`config.mk`:
```
export PLATFORM = sky130hd
export DESIGN_NAME = rename_unit
export DESIGN_NICKNAME = d
export VERILOG_FILES = /design/src/verilog/rename_isa_pkg.sv /design/src/verilog/rename_uop_pkg.sv /design/src/verilog/rename_map_table.sv /design/src/verilog/rename_free_list.sv /design/src/verilog/rename_stage.sv /design/src/verilog/rename_unit.sv
export VERILOG_INCLUDE_DIRS = /design/src /design/src/verilog
export SDC_FILE = /design/constraint.sdc
export NUM_CORES = 1
export LEC_CHECK = 0
export BUFFER_PORTS_ARGS = -buffer_cell sky130_fd_sc_hd__buf_4
export CORE_MARGIN = 2
export CORE_UTILIZATION = 45
export CTS_CLUSTER_DIAMETER = 30
export DETAILED_ROUTE_END_ITERATION = 6
export HOLD_SLACK_MARGIN = 0.06
export PLACE_DENSITY_LB_ADDON = 0.12
export SETUP_SLACK_MARGIN = 0.2
export SYNTH_ARGS = -nofsm -noshare
export SYNTH_HDL_FRONTEND = slang
export SYNTH_SLANG_ARGS = --single-unit
```
`constraint.sdc`:
```
create_clock -name clk_i -period 4.7 [get_ports clk_i]
set_input_delay 0.705 -clock clk_i [delete_from_list [all_inputs] [get_ports clk_i]]
set_output_delay 0.705 -clock clk_i [all_outputs]
set_load 0.01 [all_outputs]
```
`src/verilog/rename_consts.svh`:
```
`ifndef RENAME_CONSTS_SVH
`define RENAME_CONSTS_SVH

// register file sizes
`define NUM_ARCH_REG 16
`define NUM_PHYS_REG 32

// index widths, log2 of the counts above
`define ARCH_ID_W 4
`define PHYS_ID_W 5

// data and pc width
`define WORD_SIZE 32

// functional unit code of the branch unit
`define BRANCH_FU 3'd2

// opcode encodings the rename stage cares about
// unconditional branch
`define BX_OP 5'h10
// conditional branch
`define BCC_OP 5'h11
// store
`define STR_OP 5'h09

`endif

```
`src/verilog/rename_isa_pkg.sv`:
```
`include "rename_consts.svh"

package rename_isa_pkg;

  typedef logic [`ARCH_ID_W-1:0] arch_reg_t;
  typedef logic [`WORD_SIZE-1:0] word_t;

  typedef logic [4:0] opcode_t;
  typedef logic [2:0] func_unit_t;

  // instruction as handed over by the decoder
  typedef struct packed {
    word_t      pc;
    opcode_t    opcode;
    func_unit_t func_unit;
    logic [3:0] flags;
    logic [3:0] bcc_op;
    // source2_imm holds an immediate when set
    logic       imm;
    logic       w_v;
    arch_reg_t  dest_id;
    arch_reg_t  source_1;
    // immediate or architectural index in the low bits
    word_t      source2_imm;
  } decoded_instruction_t;

endpackage

```
`src/verilog/rename_uop_pkg.sv`:
```
`include "rename_consts.svh"

package rename_uop_pkg;

  import rename_isa_pkg::*;

  typedef logic [`PHYS_ID_W-1:0] phys_reg_t;

  // instruction after translation, sent to issue
  typedef struct packed {
    word_t      pc;
    opcode_t    opcode;
    func_unit_t func_unit;
    logic [3:0] flags;
    logic [3:0] bcc_op;
    logic       imm;
    logic       w_v;
    phys_reg_t  source_1;
    word_t      source2_imm;
    phys_reg_t  dest_id;
    // architectural destination
    arch_reg_t  alloc_reg;
    // previous physical mapping of alloc_reg
    phys_reg_t  freed_reg;
  } renamed_instruction_t;

  // new reorder buffer entry
  typedef struct packed {
    word_t      pc;
    logic       is_spec;
    logic       is_cond_branch;
    logic [3:0] bcc_op;
    logic [3:0] flag_mask;
    logic       is_store;
    logic       w_v;
    arch_reg_t  alloc_reg;
    phys_reg_t  freed_reg;
  } rename_rob_t;

  // record handed back by commit
  typedef struct packed {
    logic      w_v;
    arch_reg_t alloc_reg;
    phys_reg_t freed_reg;
  } commit_rename_t;

endpackage

```
`src/verilog/rename_map_table.sv`:
```
`timescale 1ns/1ps
`include "rename_consts.svh"

module rename_map_table
(
  input  logic                   clk_i,
  input  logic                   reset_i,
  // lookup of the instruction being renamed
  input  rename_isa_pkg::arch_reg_t rd_src1_i,
  input  rename_isa_pkg::arch_reg_t rd_src2_i,
  input  rename_isa_pkg::arch_reg_t rd_dest_i,
  output rename_uop_pkg::phys_reg_t src1_phys_o,
  output rename_uop_pkg::phys_reg_t src2_phys_o,
  output rename_uop_pkg::phys_reg_t dest_old_o,
  // speculative update
  input  logic                   alloc_i,
  input  rename_uop_pkg::phys_reg_t alloc_phys_i,
  // committed update
  input  logic                   commit_i,
  input  rename_isa_pkg::arch_reg_t commit_arch_i,
  input  rename_uop_pkg::phys_reg_t commit_phys_i,
  input  logic                   rollback_i
);

  import rename_uop_pkg::*;

  phys_reg_t spec_map [`NUM_ARCH_REG];
  phys_reg_t com_map [`NUM_ARCH_REG];

  // lookups see the speculative state only
  assign src1_phys_o = spec_map[rd_src1_i];
  assign src2_phys_o = spec_map[rd_src2_i];
  assign dest_old_o  = spec_map[rd_dest_i];

  always_ff @(posedge clk_i)
  begin
    if (reset_i)
    begin
      // identity mapping
      for (int i = 0; i < `NUM_ARCH_REG; i++)
      begin
        spec_map[i] <= phys_reg_t'(i);
        com_map[i]  <= phys_reg_t'(i);
      end
    end
    else
    begin
      if (rollback_i)
      begin
        spec_map <= com_map;
      end
      else if (alloc_i)
      begin
        spec_map[rd_dest_i] <= alloc_phys_i;
      end

      // mispredicted commit does not retire its own mapping
      if (commit_i && !rollback_i)
      begin
        com_map[commit_arch_i] <= commit_phys_i;
      end
    end
  end

endmodule

```
`src/verilog/rename_free_list.sv`:
```
`timescale 1ns/1ps
`include "rename_consts.svh"

module rename_free_list
(
  input  logic                      clk_i,
  input  logic                      reset_i,
  // speculative allocation
  input  logic                      pop_i,
  output rename_uop_pkg::phys_reg_t head_o,
  output logic                      avail_o,
  // register freed by commit
  input  logic                      push_i,
  input  rename_uop_pkg::phys_reg_t push_phys_i,
  output rename_uop_pkg::phys_reg_t commit_head_o,
  input  logic                      rollback_i
);

  import rename_uop_pkg::*;

  localparam int CNT_W         = `PHYS_ID_W + 1;
  localparam int FREE_AT_RESET = `NUM_PHYS_REG - `NUM_ARCH_REG;

  // one slot per physical register, pointers wrap naturally
  phys_reg_t spec_buf [`NUM_PHYS_REG];
  phys_reg_t com_buf [`NUM_PHYS_REG];

  logic [`PHYS_ID_W-1:0] spec_rd, spec_wr;
  logic [`PHYS_ID_W-1:0] com_rd, com_wr;
  logic [CNT_W-1:0]      spec_cnt;

  assign head_o        = spec_buf[spec_rd];
  assign commit_head_o = com_buf[com_rd];
  assign avail_o       = (spec_cnt != '0);

  always_ff @(posedge clk_i)
  begin
    if (reset_i)
    begin
      // registers above the architectural ones start free
      for (int i = 0; i < `NUM_PHYS_REG; i++)
      begin
        spec_buf[i] <= phys_reg_t'(i + `NUM_ARCH_REG);
        com_buf[i]  <= phys_reg_t'(i + `NUM_ARCH_REG);
      end
      spec_rd  <= '0;
      com_rd   <= '0;
      spec_wr  <= FREE_AT_RESET[`PHYS_ID_W-1:0];
      com_wr   <= FREE_AT_RESET[`PHYS_ID_W-1:0];
      spec_cnt <= FREE_AT_RESET[CNT_W-1:0];
    end
    else if (rollback_i)
    begin
      // back to the committed view, all non-architectural regs free again
      spec_buf <= com_buf;
      spec_rd  <= com_rd;
      spec_wr  <= com_wr;
      spec_cnt <= FREE_AT_RESET[CNT_W-1:0];
    end
    else
    begin
      if (pop_i)
        spec_rd <= spec_rd + 1'b1;

      if (push_i)
      begin
        spec_buf[spec_wr] <= push_phys_i;
        spec_wr           <= spec_wr + 1'b1;
        // committed side frees one and retires the oldest allocation
        com_buf[com_wr]   <= push_phys_i;
        com_wr            <= com_wr + 1'b1;
        com_rd            <= com_rd + 1'b1;
      end

      // push and pop together leave the count alone
      if (push_i && !pop_i)
        spec_cnt <= spec_cnt + 1'b1;
      else if (pop_i && !push_i)
        spec_cnt <= spec_cnt - 1'b1;
    end
  end

endmodule

```
`src/verilog/rename_stage.sv`:
```
`timescale 1ns/1ps
`include "rename_consts.svh"

module rename_stage
(
  input  logic                                 clk_i,
  input  logic                                 reset_i,
  // decoder side
  input  rename_isa_pkg::decoded_instruction_t decoded_i,
  input  logic                                 decoded_v_i,
  output logic                                 rename_decode_ready_o,
  // issue side
  output rename_uop_pkg::renamed_instruction_t renamed_o,
  output logic                                 renamed_v_o,
  input  logic                                 issue_rename_ready_i,
  // commit side
  input  logic                                 commit_v_i,
  input  rename_uop_pkg::commit_rename_t       commit_rename_i,
  input  logic                                 mispredict_i,
  // rob and store buffer
  input  logic                                 rob_ready_i,
  output rename_uop_pkg::rename_rob_t          rename_rob_o,
  output logic                                 rename_rob_v_o,
  output logic                                 rename_sb_v_o,
  // map table
  output rename_isa_pkg::arch_reg_t            map_src1_o,
  output rename_isa_pkg::arch_reg_t            map_src2_o,
  output rename_isa_pkg::arch_reg_t            map_dest_o,
  output rename_isa_pkg::arch_reg_t            commit_arch_o,
  input  rename_uop_pkg::phys_reg_t            map_src1_i,
  input  rename_uop_pkg::phys_reg_t            map_src2_i,
  input  rename_uop_pkg::phys_reg_t            map_dest_old_i,
  output logic                                 alloc_o,
  // free list
  output logic                                 push_o,
  output rename_uop_pkg::phys_reg_t            push_phys_o,
  output logic                                 rollback_o,
  input  rename_uop_pkg::phys_reg_t            fl_head_i,
  input  logic                                 fl_avail_i
);

  import rename_isa_pkg::*;
  import rename_uop_pkg::*;

  renamed_instruction_t renamed, renamed_r;
  logic                 renamed_v_r;
  logic                 accept;
  logic                 is_branch;

  // commit record fanned out to both tables
  assign rollback_o    = commit_v_i & mispredict_i;
  assign push_o        = commit_v_i & commit_rename_i.w_v;
  assign push_phys_o   = commit_rename_i.freed_reg;
  assign commit_arch_o = commit_rename_i.alloc_reg;

  assign rename_decode_ready_o = fl_avail_i && !rollback_o && issue_rename_ready_i && rob_ready_i;
  assign accept                = decoded_v_i & rename_decode_ready_o;
  assign alloc_o               = accept & decoded_i.w_v;

  assign map_src1_o = decoded_i.source_1;
  assign map_src2_o = decoded_i.source2_imm[`ARCH_ID_W-1:0];
  assign map_dest_o = decoded_i.dest_id;

  always_comb
  begin
    renamed.pc        = decoded_i.pc;
    renamed.opcode    = decoded_i.opcode;
    renamed.func_unit = decoded_i.func_unit;
    renamed.flags     = decoded_i.flags;
    renamed.bcc_op    = decoded_i.bcc_op;
    renamed.imm       = decoded_i.imm;
    renamed.w_v       = decoded_i.w_v;
    renamed.source_1  = map_src1_i;
    // immediates pass through untouched
    renamed.source2_imm = decoded_i.imm ? decoded_i.source2_imm : word_t'(map_src2_i);
    renamed.dest_id   = decoded_i.w_v ? fl_head_i : phys_reg_t'(decoded_i.dest_id);
    renamed.alloc_reg = decoded_i.dest_id;
    renamed.freed_reg = map_dest_old_i;
  end

  // rob entry, branch and store classification
  assign is_branch = (decoded_i.func_unit == `BRANCH_FU);

  assign rename_rob_o.pc             = decoded_i.pc;
  assign rename_rob_o.is_spec        = is_branch &&
                                       (decoded_i.opcode == `BX_OP ||
                                        decoded_i.opcode == `BCC_OP);
  assign rename_rob_o.is_cond_branch = is_branch && (decoded_i.opcode == `BCC_OP);
  assign rename_rob_o.bcc_op         = decoded_i.bcc_op;
  assign rename_rob_o.flag_mask      = decoded_i.flags;
  assign rename_rob_o.is_store       = (decoded_i.opcode == `STR_OP);
  assign rename_rob_o.w_v            = decoded_i.w_v;
  assign rename_rob_o.alloc_reg      = decoded_i.dest_id;
  assign rename_rob_o.freed_reg      = map_dest_old_i;

  assign rename_rob_v_o = accept;
  assign rename_sb_v_o  = accept & rename_rob_o.is_store;

  // issue output register, holds while issue stalls
  always_ff @(posedge clk_i)
  begin
    if (reset_i)
    begin
      renamed_r   <= '0;
      renamed_v_r <= 1'b0;
    end
    else if (issue_rename_ready_i)
    begin
      renamed_r   <= renamed;
      renamed_v_r <= accept;
    end
  end

  assign renamed_o   = renamed_r;
  assign renamed_v_o = renamed_v_r;

endmodule

```
`src/verilog/rename_unit.sv`:
```
`timescale 1ns/1ps
`include "rename_consts.svh"

module rename_unit
(
  input  logic                                 clk_i,
  input  logic                                 reset_i,
  input  rename_isa_pkg::decoded_instruction_t decoded_i,
  input  logic                                 decoded_v_i,
  output logic                                 rename_decode_ready_o,
  output rename_uop_pkg::renamed_instruction_t renamed_o,
  output logic                                 renamed_v_o,
  input  logic                                 issue_rename_ready_i,
  input  logic                                 commit_v_i,
  input  rename_uop_pkg::commit_rename_t       commit_rename_i,
  input  logic                                 mispredict_i,
  input  logic                                 rob_ready_i,
  output rename_uop_pkg::rename_rob_t          rename_rob_o,
  output logic                                 rename_rob_v_o,
  output logic                                 rename_sb_v_o
);

  import rename_isa_pkg::*;
  import rename_uop_pkg::*;

  // map table lookups
  arch_reg_t map_src1, map_src2, map_dest, commit_arch;
  phys_reg_t src1_phys, src2_phys, dest_old;

  // free list and commit path
  phys_reg_t fl_head, commit_head, push_phys;
  logic      fl_avail, alloc, push, rollback;

  rename_stage i_rename_stage (
    .clk_i                 (clk_i),
    .reset_i               (reset_i),
    .decoded_i             (decoded_i),
    .decoded_v_i           (decoded_v_i),
    .rename_decode_ready_o (rename_decode_ready_o),
    .renamed_o             (renamed_o),
    .renamed_v_o           (renamed_v_o),
    .issue_rename_ready_i  (issue_rename_ready_i),
    .commit_v_i            (commit_v_i),
    .commit_rename_i       (commit_rename_i),
    .mispredict_i          (mispredict_i),
    .rob_ready_i           (rob_ready_i),
    .rename_rob_o          (rename_rob_o),
    .rename_rob_v_o        (rename_rob_v_o),
    .rename_sb_v_o         (rename_sb_v_o),
    .map_src1_o            (map_src1),
    .map_src2_o            (map_src2),
    .map_dest_o            (map_dest),
    .commit_arch_o         (commit_arch),
    .map_src1_i            (src1_phys),
    .map_src2_i            (src2_phys),
    .map_dest_old_i        (dest_old),
    .alloc_o               (alloc),
    .push_o                (push),
    .push_phys_o           (push_phys),
    .rollback_o            (rollback),
    .fl_head_i             (fl_head),
    .fl_avail_i            (fl_avail)
  );

  rename_map_table i_rename_map_table (
    .clk_i         (clk_i),
    .reset_i       (reset_i),
    .rd_src1_i     (map_src1),
    .rd_src2_i     (map_src2),
    .rd_dest_i     (map_dest),
    .src1_phys_o   (src1_phys),
    .src2_phys_o   (src2_phys),
    .dest_old_o    (dest_old),
    .alloc_i       (alloc),
    .alloc_phys_i  (fl_head),
    .commit_i      (push),
    .commit_arch_i (commit_arch),
    .commit_phys_i (commit_head),
    .rollback_i    (rollback)
  );

  rename_free_list i_rename_free_list (
    .clk_i         (clk_i),
    .reset_i       (reset_i),
    .pop_i         (alloc),
    .head_o        (fl_head),
    .avail_o       (fl_avail),
    .push_i        (push),
    .push_phys_i   (push_phys),
    .commit_head_o (commit_head),
    .rollback_i    (rollback)
  );

endmodule

```
Word-level counts from Yosys, hierarchy flattened
Index checks and enable logic that the tools add are counted.
{"block": "totals", "out_inout_bits": 158, "reg_bits": 608, "in_bits": 107, "elab_cells": 211}
{"block": "classes", "reduce_logical": 22, "add_sub_neg": 6, "muxes": 39, "eq_ne": 4, "n_bitwise": 14, "order_cmp": 12}
{"op": "160-bit bitwise mux", "n": 2}
{"op": "160-bit two-way mux", "n": 2}
{"op": "80-bit bitwise mux", "n": 2}
{"op": "80-bit two-way mux", "n": 2}
{"op": "5-bit two-way mux", "n": 19}
{"op": "5-bit binary-select mux with 4-bit select", "n": 3}
{"op": "5-bit binary-select mux with 5-bit select", "n": 2}
{"op": "5-bit demux with 5-bit select", "n": 2}
{"op": "5-bit demux with 4-bit select", "n": 2}
{"op": "32-bit two-way mux", "n": 1}
{"op": "6-bit greater-or-equal comparator (second input constant)", "n": 4}
{"op": "5-bit NOT with 6-bit output", "n": 4}
{"op": "5-bit by 1-bit adder with 5-bit output (second input constant)", "n": 4}
{"op": "5-bit greater-or-equal comparator (second input constant)", "n": 4}
{"op": "4-bit NOT with 5-bit output", "n": 4}
{"op": "1-bit logical AND", "n": 12}
{"op": "6-bit by 1-bit < comparator with 1-bit output (second input constant)", "n": 2}
{"op": "6-bit two-way mux", "n": 2}
{"op": "5-bit equality test (second input constant)", "n": 2}
{"op": "5-bit by 1-bit < comparator with 1-bit output (second input constant)", "n": 2}
{"op": "6-bit by 1-bit adder with 6-bit output (second input constant)", "n": 1}
{"op": "2-bit nonzero test", "n": 3}
{"op": "6-bit nonzero test", "n": 1}
{"op": "6-bit by 1-bit subtractor with 6-bit output (second input constant)", "n": 1}
{"op": "other kinds (8)", "n": 14}

Depth between registers and ports, before layout
{"block": "logic_depth", "ltp_word": 10, "ltp_mapped": 13, "ltp_nobuf": 12}

Modules after synthesis
Synthesis repeated with hierarchy kept, for this count alone.
{"block": "unflattened", "cells_unflattened": 3217, "area_unflattened_um2": 30003.8}
{"mod": "rename_free_list", "seq_area_each_um2": 6926.6, "area_per_inst_um2": 17576.9, "cells_each": 1952, "n_inst": 1}
{"mod": "rename_map_table", "seq_area_each_um2": 3203.1, "area_per_inst_um2": 8157.8, "cells_each": 836, "n_inst": 1}
{"mod": "rename_stage", "seq_area_each_um2": 2042.0, "area_per_inst_um2": 4269.1, "cells_each": 429, "n_inst": 1}

Worst setup path after synthesis
No wires, ideal clock.
{"block": "synth_timing", "path_kind": "input -> register", "startpoint": "input commit_v_i", "endpoint": "register i_rename_free_list.spec_cnt[5]", "setup_time_ns": 0.074, "arrival_ns": 3.020, "path_buffers": 2, "t_required_ns": 4.626, "path_stages": 13, "slack_ns": 1.606, "path_cell_list": "clkbuf_1 -> clkbuf_1 -> nand2_1 -> and2_1 -> inv_1 -> ha_1 -> inv_1 -> ha_1 -> a21o_1 -> a21oi_1 -> o21ai_0 -> a311o_1 -> o21ai_0"}
{"block": "synth_between", "elab_chain_cells": 10, "word_cells_on_any_way": 15, "cone_classes": "1 x mux; 4 x bitwise; 10 x reduce/logical"}
{"item": "start: declaration", "line_no": "rename_unit.sv:14", "source": "input logic commit_v_i,"}
{"item": "1-bit bitwise AND", "line_no": "rename_stage.sv:51", "source": "assign rollback_o = commit_v_i & mispredict_i;"}
{"item": "1-bit zero test", "line_no": "rename_stage.sv:56", "source": "assign rename_decode_ready_o = fl_avail_i && !rollback_o && issue_rename_ready_i && rob_ready_i;"}
{"item": "1-bit logical AND (3 in series)", "line_no": "rename_stage.sv:56"}
{"item": "1-bit bitwise AND", "line_no": "rename_stage.sv:57", "source": "assign accept = decoded_v_i & rename_decode_ready_o;"}
{"item": "1-bit bitwise AND", "line_no": "rename_stage.sv:58", "source": "assign alloc_o = accept & decoded_i.w_v;"}
{"item": "1-bit zero test", "line_no": "rename_free_list.sv:76", "source": "if (push_i && !pop_i)"}
{"item": "1-bit logical AND", "line_no": "rename_free_list.sv:76"}
{"item": "6-bit two-way mux or 2-bit nonzero test (tied branches)"}
{"item": "end signal: assignment", "line_no": "rename_free_list.sv:58", "source": "spec_cnt <= FREE_AT_RESET[CNT_W-1:0];"}
{"item": "end signal: assignment", "line_no": "rename_free_list.sv:77", "source": "spec_cnt <= spec_cnt + 1'b1;"}
{"item": "end signal: assignment", "line_no": "rename_free_list.sv:79", "source": "spec_cnt <= spec_cnt - 1'b1;"}
{"item": "end: declaration", "line_no": "rename_free_list.sv:30", "source": "logic [CNT_W-1:0] spec_cnt;"}
Several ways; a longest one is shown, not always the timed one.
A chain may end at the register's enable or synchronous reset.

Worst setup path in the final report
{"block": "layout_timing", "startpoint": "register i_rename_free_list.spec_rd[0]", "endpoint": "register i_rename_map_table.spec_map[62] in the netlist's numbering"}
{"block": "layout_between", "elab_chain_cells": 7}
{"item": "start: declaration", "line_no": "rename_free_list.sv:28", "source": "logic [`PHYS_ID_W-1:0] spec_rd, spec_wr;"}
{"item": "start signal: assignment", "line_no": "rename_free_list.sv:56", "source": "spec_rd <= com_rd;"}
{"item": "start signal: assignment", "line_no": "rename_free_list.sv:63", "source": "spec_rd <= spec_rd + 1'b1;"}
{"item": "5-bit NOT with 6-bit output (not written as such)", "line_no": "rename_free_list.sv:32", "source": "assign head_o = spec_buf[spec_rd];"}
{"item": "5-bit binary-select mux with 5-bit select", "line_no": "rename_free_list.sv:32"}
{"item": "5-bit two-way mux (not written as such) (2 in series)", "line_no": "rename_free_list.sv:32"}
{"item": "80-bit bitwise mux", "line_no": "rename_map_table.sv:54", "source": "spec_map[rd_dest_i] <= alloc_phys_i;"}
{"item": "80-bit two-way mux", "line_no": "rename_map_table.sv:52", "source": "else if (alloc_i)"}
{"item": "80-bit two-way mux", "line_no": "rename_map_table.sv:48", "source": "if (rollback_i)"}
{"item": "end signal: indexed assignment", "line_no": "rename_map_table.sv:42", "source": "spec_map[i] <= phys_reg_t'(i);"}
{"item": "end signal: assignment", "line_no": "rename_map_table.sv:50", "source": "spec_map <= com_map;"}
{"item": "end signal: indexed assignment", "line_no": "rename_map_table.sv:54"}
{"item": "end: declaration", "line_no": "rename_map_table.sv:27", "source": "phys_reg_t spec_map [`NUM_ARCH_REG];"}
Every way passes these cells. The select of a mux whose other input is x is not followed.

==> out/metrics.csv <==
stage;metric;value;unit
sta;slew at the pin closest to its max-slew limit;1.200;ns
worst_setup_path;crit end category;flip-flop;
place;IO buf count;264;
floorplan;vertical extent of the die;259.1;µm
sta;Hold Fails Final Rpt;0;
detailed_routing;average wire length per cell after detail routing;23.83;µm
floorplan;effective utilization at floorplan;45.50;%
synth;Mapped Cells;3274;
synth;number of warning messages in the yosys log;0;
synth;sequential element share of the synthesized area;41.57;%
min_path;classification of the worst-slack hold path;in2reg;
detailed_routing;number of design rule violations left after detail routing;0;
grt;aggregate global routing overflow;0;
worst_setup_path;CP max-delay cell;a22o_1;
clocking;Clock Path Buffers;3;
floorplan;Total Die Area;0.06713;mm²
clocking;CTS H-Tree Depth;4;
clocking;Clk Latency, worst-skew pair;0.71;ns
synth;Syn Std Cell Area;0.02928;mm²
clocking;total clock buffers created by CTS;144;
worst_setup_path;Crit path arrival time;4.06;ns
worst_setup_path;required arrival time at the worst endpoint;5.23;ns
clocking;clock sinks;608;
sta;hold slack final;0.2391;ns
grt;number of antenna violations at the first check in global routing;0;
pwr;leakage dissipation;0.01342;µW
synth;flop and latch count out of synthesis;608;
sta;final critical delay including setup and external delays;3.535;ns
detailed_routing;number of violations reported at the end of detailed-routing iteration 0;2724;
layout;nets;3499;
sta;Pins Over Slew Limit;0;
clocking;Post-CTS Repair Setup Buffers;0;
floorplan;floorplan die width;259.1;µm
clocking;clock-pin slew on the worst setup and hold paths;0.05;ns
sta;max_slew headroom;19.75;%
min_path;Worst Hold Path Cells;3;
worst_setup_path;WP buf/inv;1;
clocking;CTS Root Cell;clkbuf_16;
synth;EDFF count, synth;0;
place;DP Wirelength;67790;µm
worst_setup_path;logic depth of the worst register-to-register path;5;
pwr;cell area power density;465.4;mW/mm²
worst_setup_path;launching element type of the critical path;flip-flop;
grt;via count of the first global-routing pass;25960;
grt;pin count of the biggest net entering global routing;205;
synth;ys flop type;dfxtp_1;
sta;final clock skew;0.02789;ns
worst_setup_path;cell family with most CP delay;compound AO/OA/AOI/OAI gates;
layout;number of fill cells in the layout;5638;
pwr;total power after layout;16850;µW
detailed_routing;count of antenna-violating nets left after detailed routing;0;
grt;first-pass GRT wire length;157100;µm
worst_setup_path;R2R Path Start;i_rename_free_list.spec_rd[0];
layout;Layout area overhead;23.65;%
synth;Avg Inst Size Synth;8.943;µm²
pwr;IR Drop Worst-Case VDD;0.3202;mV
grt;global router's overall resource usage;30.14;%
synth;post-synth cell types;64;
sta;highest attainable clock frequency;282.9;MHz
sta;unrepaired setup endpoints after global routing;no;
sta;min setup slack post-route;1.165;ns
layout;layout cell share with drive strength beyond 1;23.00;%
layout;antenna cell count;0;
clocking;hold_buf cts;0;
worst_setup_path;category of the most critical setup path;reg2reg;
place;worst slack at placement;1.130;ns
place;global placement routability congestion;0.9125;
floorplan;Placeable Area;0.06435;mm²
run_status;result of the run;finished, final reports clean;
synth;proportion of synthesized flip-flops having asynchronous set or reset;0;%
min_path;worst hold endpoint;i_rename_stage.renamed_o[20];
sta;Final setup viols;0;
worst_setup_path;ordered list of cells on the worst path;buf_4 > mux4_2 > a22oi_1 > a22o_1 > o21ai_0;
sta;Period Utilization, post-route;75.22;%
synth;Net Count, Synth;3397;
min_path;startpoint of the most critical hold path;decoded_i[6];
detailed_routing;detailed-routing iteration count for the pre-antenna-repair pass;6;
detailed_routing;routed via count divided by cell count;6.159;
floorplan;I/O pin cnt;265;
clocking;CTS tree;yes;
floorplan;# rows;93;
worst_setup_path;terminus of the critical flop-to-flop path;i_rename_map_table.spec_map[62];
detailed_routing;Total Routed Length;103700;µm
sta;final sum of negative setup slack;0;ns
worst_setup_path;worst-case register-to-register setup slack;1.16;ns
worst_setup_path;critical path peak fanout;20;
clocking;number of gates resized after CTS;0;
job;max-capacitance violation count;0;
detailed_routing;via count of the routed design;26790;
worst_setup_path;CP peak stage delay;0.94;ns
-- tightest hold or removal path: stages --
cell and delay [ns]:
buf_4 0.08, a22oi_1 0.05, nor2_1 0.07
-- cell families after synthesis --
group           count (synthesis)  synth area share, %
simple gates                 1169                17.44
compound gates                743                16.07
flops                         608                41.57
buf+inv                       375                5.935
mux                           348                17.82
fa+ha+maj                      16               0.7093
xor+xnor                       15               0.4487
-- power breakdown --
| part | leakage, µW | internal (µW) | switching (µW) |
|---|---|---|---|
| clock | 0.00248 | 7100 | 3160 |
| sequential | 0.00495 | 5300 | 115 |
| combinational | 0.00599 | 447 | 731 |
-- metrics by stage --
step | util [%] | instance area, µm² | std cells
6_report | 56.27 | 36210 | 4350
5_1_grt | 56.27 | 36210 | 4350
4_1_cts | 56.27 | 36210 | 4350
3_5_place_dp | 48.42 | 31160 | 4085
3_3_place_gp | 48.42 | 31160 | 4085
2_1_floorplan | - | 29280 | 3274
-- sequential cells by signal (all words and copies together) (netlist names) --
signal                       cells
i_rename_map_table.com_map      80
i_rename_stage.renamed_o       101
i_rename_free_list.com_buf     160
i_rename_map_table.spec_map     80
i_rename_free_list.spec_rd       5
i_rename_free_list.spec_buf    160
i_rename_stage.renamed_v_o       1
i_rename_free_list.com_rd        5
i_rename_free_list.com_wr        5
i_rename_free_list.spec_cnt      6
i_rename_free_list.spec_wr       5
-- cell usage after synthesis (4+ instances only) --
library cell	instances	area share, %
o32ai_1	5	0.15
buf_1	22	0.28
ha_1	15	0.64
nand2_1	350	4.5
and2_1	14	0.30
a221oi_1	32	0.96
nand3_1	271	4.6
o211ai_1	4	0.10
nand2b_1	10	0.21
clkbuf_1	238	3.1
nand4_1	14	0.30
mux4_2	130	10
xnor2_1	5	0.15
nor4_1	4	0.085
buf_4	61	1.6
mux2i_1	131	4.5
inv_1	15	0.19
a22oi_1	47	1.2
dfxtp_1	608	42
nor2_1	411	5.3
mux2_2	87	3.3
and3_1	33	0.71
a21oi_1	134	2.3
nor3_1	15	0.26
nor3b_1	8	0.21
o31ai_1	31	0.79
o21ai_0	268	4.6
o221ai_1	24	0.72
a311oi_1	81	2.4
nor2b_1	11	0.24
a31oi_1	36	0.77
buf_2	29	0.50
xor2_1	10	0.30
a22o_1	6	0.18
a211oi_1	11	0.28
o22ai_1	43	0.92
nand3b_1	15	0.38
buf_6	7	0.27
-- cell usage in the layout, fill, tap and decap left out, types with 15 or more instances in the layout --
cell,n
nand2_1,349
o221ai_1,24
o31ai_1,31
buf_4,309
dfxtp_1,603
clkbuf_1,18
mux2i_1,131
clkinv_2,28
o21ai_0,268
a311oi_1,81
o22ai_1,43
nand3b_1,15
bufinv_16,17
mux4_2,130
nand3_1,271
mux2_2,87
ha_1,15
inv_1,15
a31oi_1,36
and3_1,33
clkbuf_16,147
a221oi_1,32
a22oi_1,47
a21oi_1,134
nor2_1,411
clkbuf_8,30
-- per-layer routing --
layer	routed length (µm)	up-vias	share of wire, %	GRT usage [%]
met1	41640	13080	40	37.95
li1	-	12140	-	-
met4	4924	0	4.7	16.44
met3	8035	283	7.8	6.268
met5	0	-	0	0
met2	49070	1292	47	48.45
-- worst max path at each step --
stage | depth (start not counted) | to | slack (ns) | start
floorplan | 13 | i_rename_free_list.spec_cnt[5] | 1.61 | commit_v_i
global placement | 14 | i_rename_free_list.spec_cnt[5] | 1.09 | issue_rename_ready_i
detailed placement | 14 | i_rename_free_list.spec_cnt[5] | 1.13 | issue_rename_ready_i
CTS | 5 | i_rename_map_table.spec_map[62] | 1.23 | i_rename_free_list.spec_rd[0]
global route | 5 | i_rename_map_table.spec_map[47] | 1.03 | i_rename_free_list.spec_rd[0]
finish | 5 | i_rename_map_table.spec_map[62] | 1.16 | i_rename_free_list.spec_rd[0]
-- final cells by class --
class	count	area (µm²)	share of cell area [%]
tap	855	1070	2.955
clock buffer	195	4159	11.49
clock inverter	70	890.9	2.461
timing repair buffer	315	2435	6.725
sequential	608	12180	33.64
inverter	16	67.56	0.1866
multi-input combinational	2291	15410	42.55
Power figures use the tool's default switching activity.
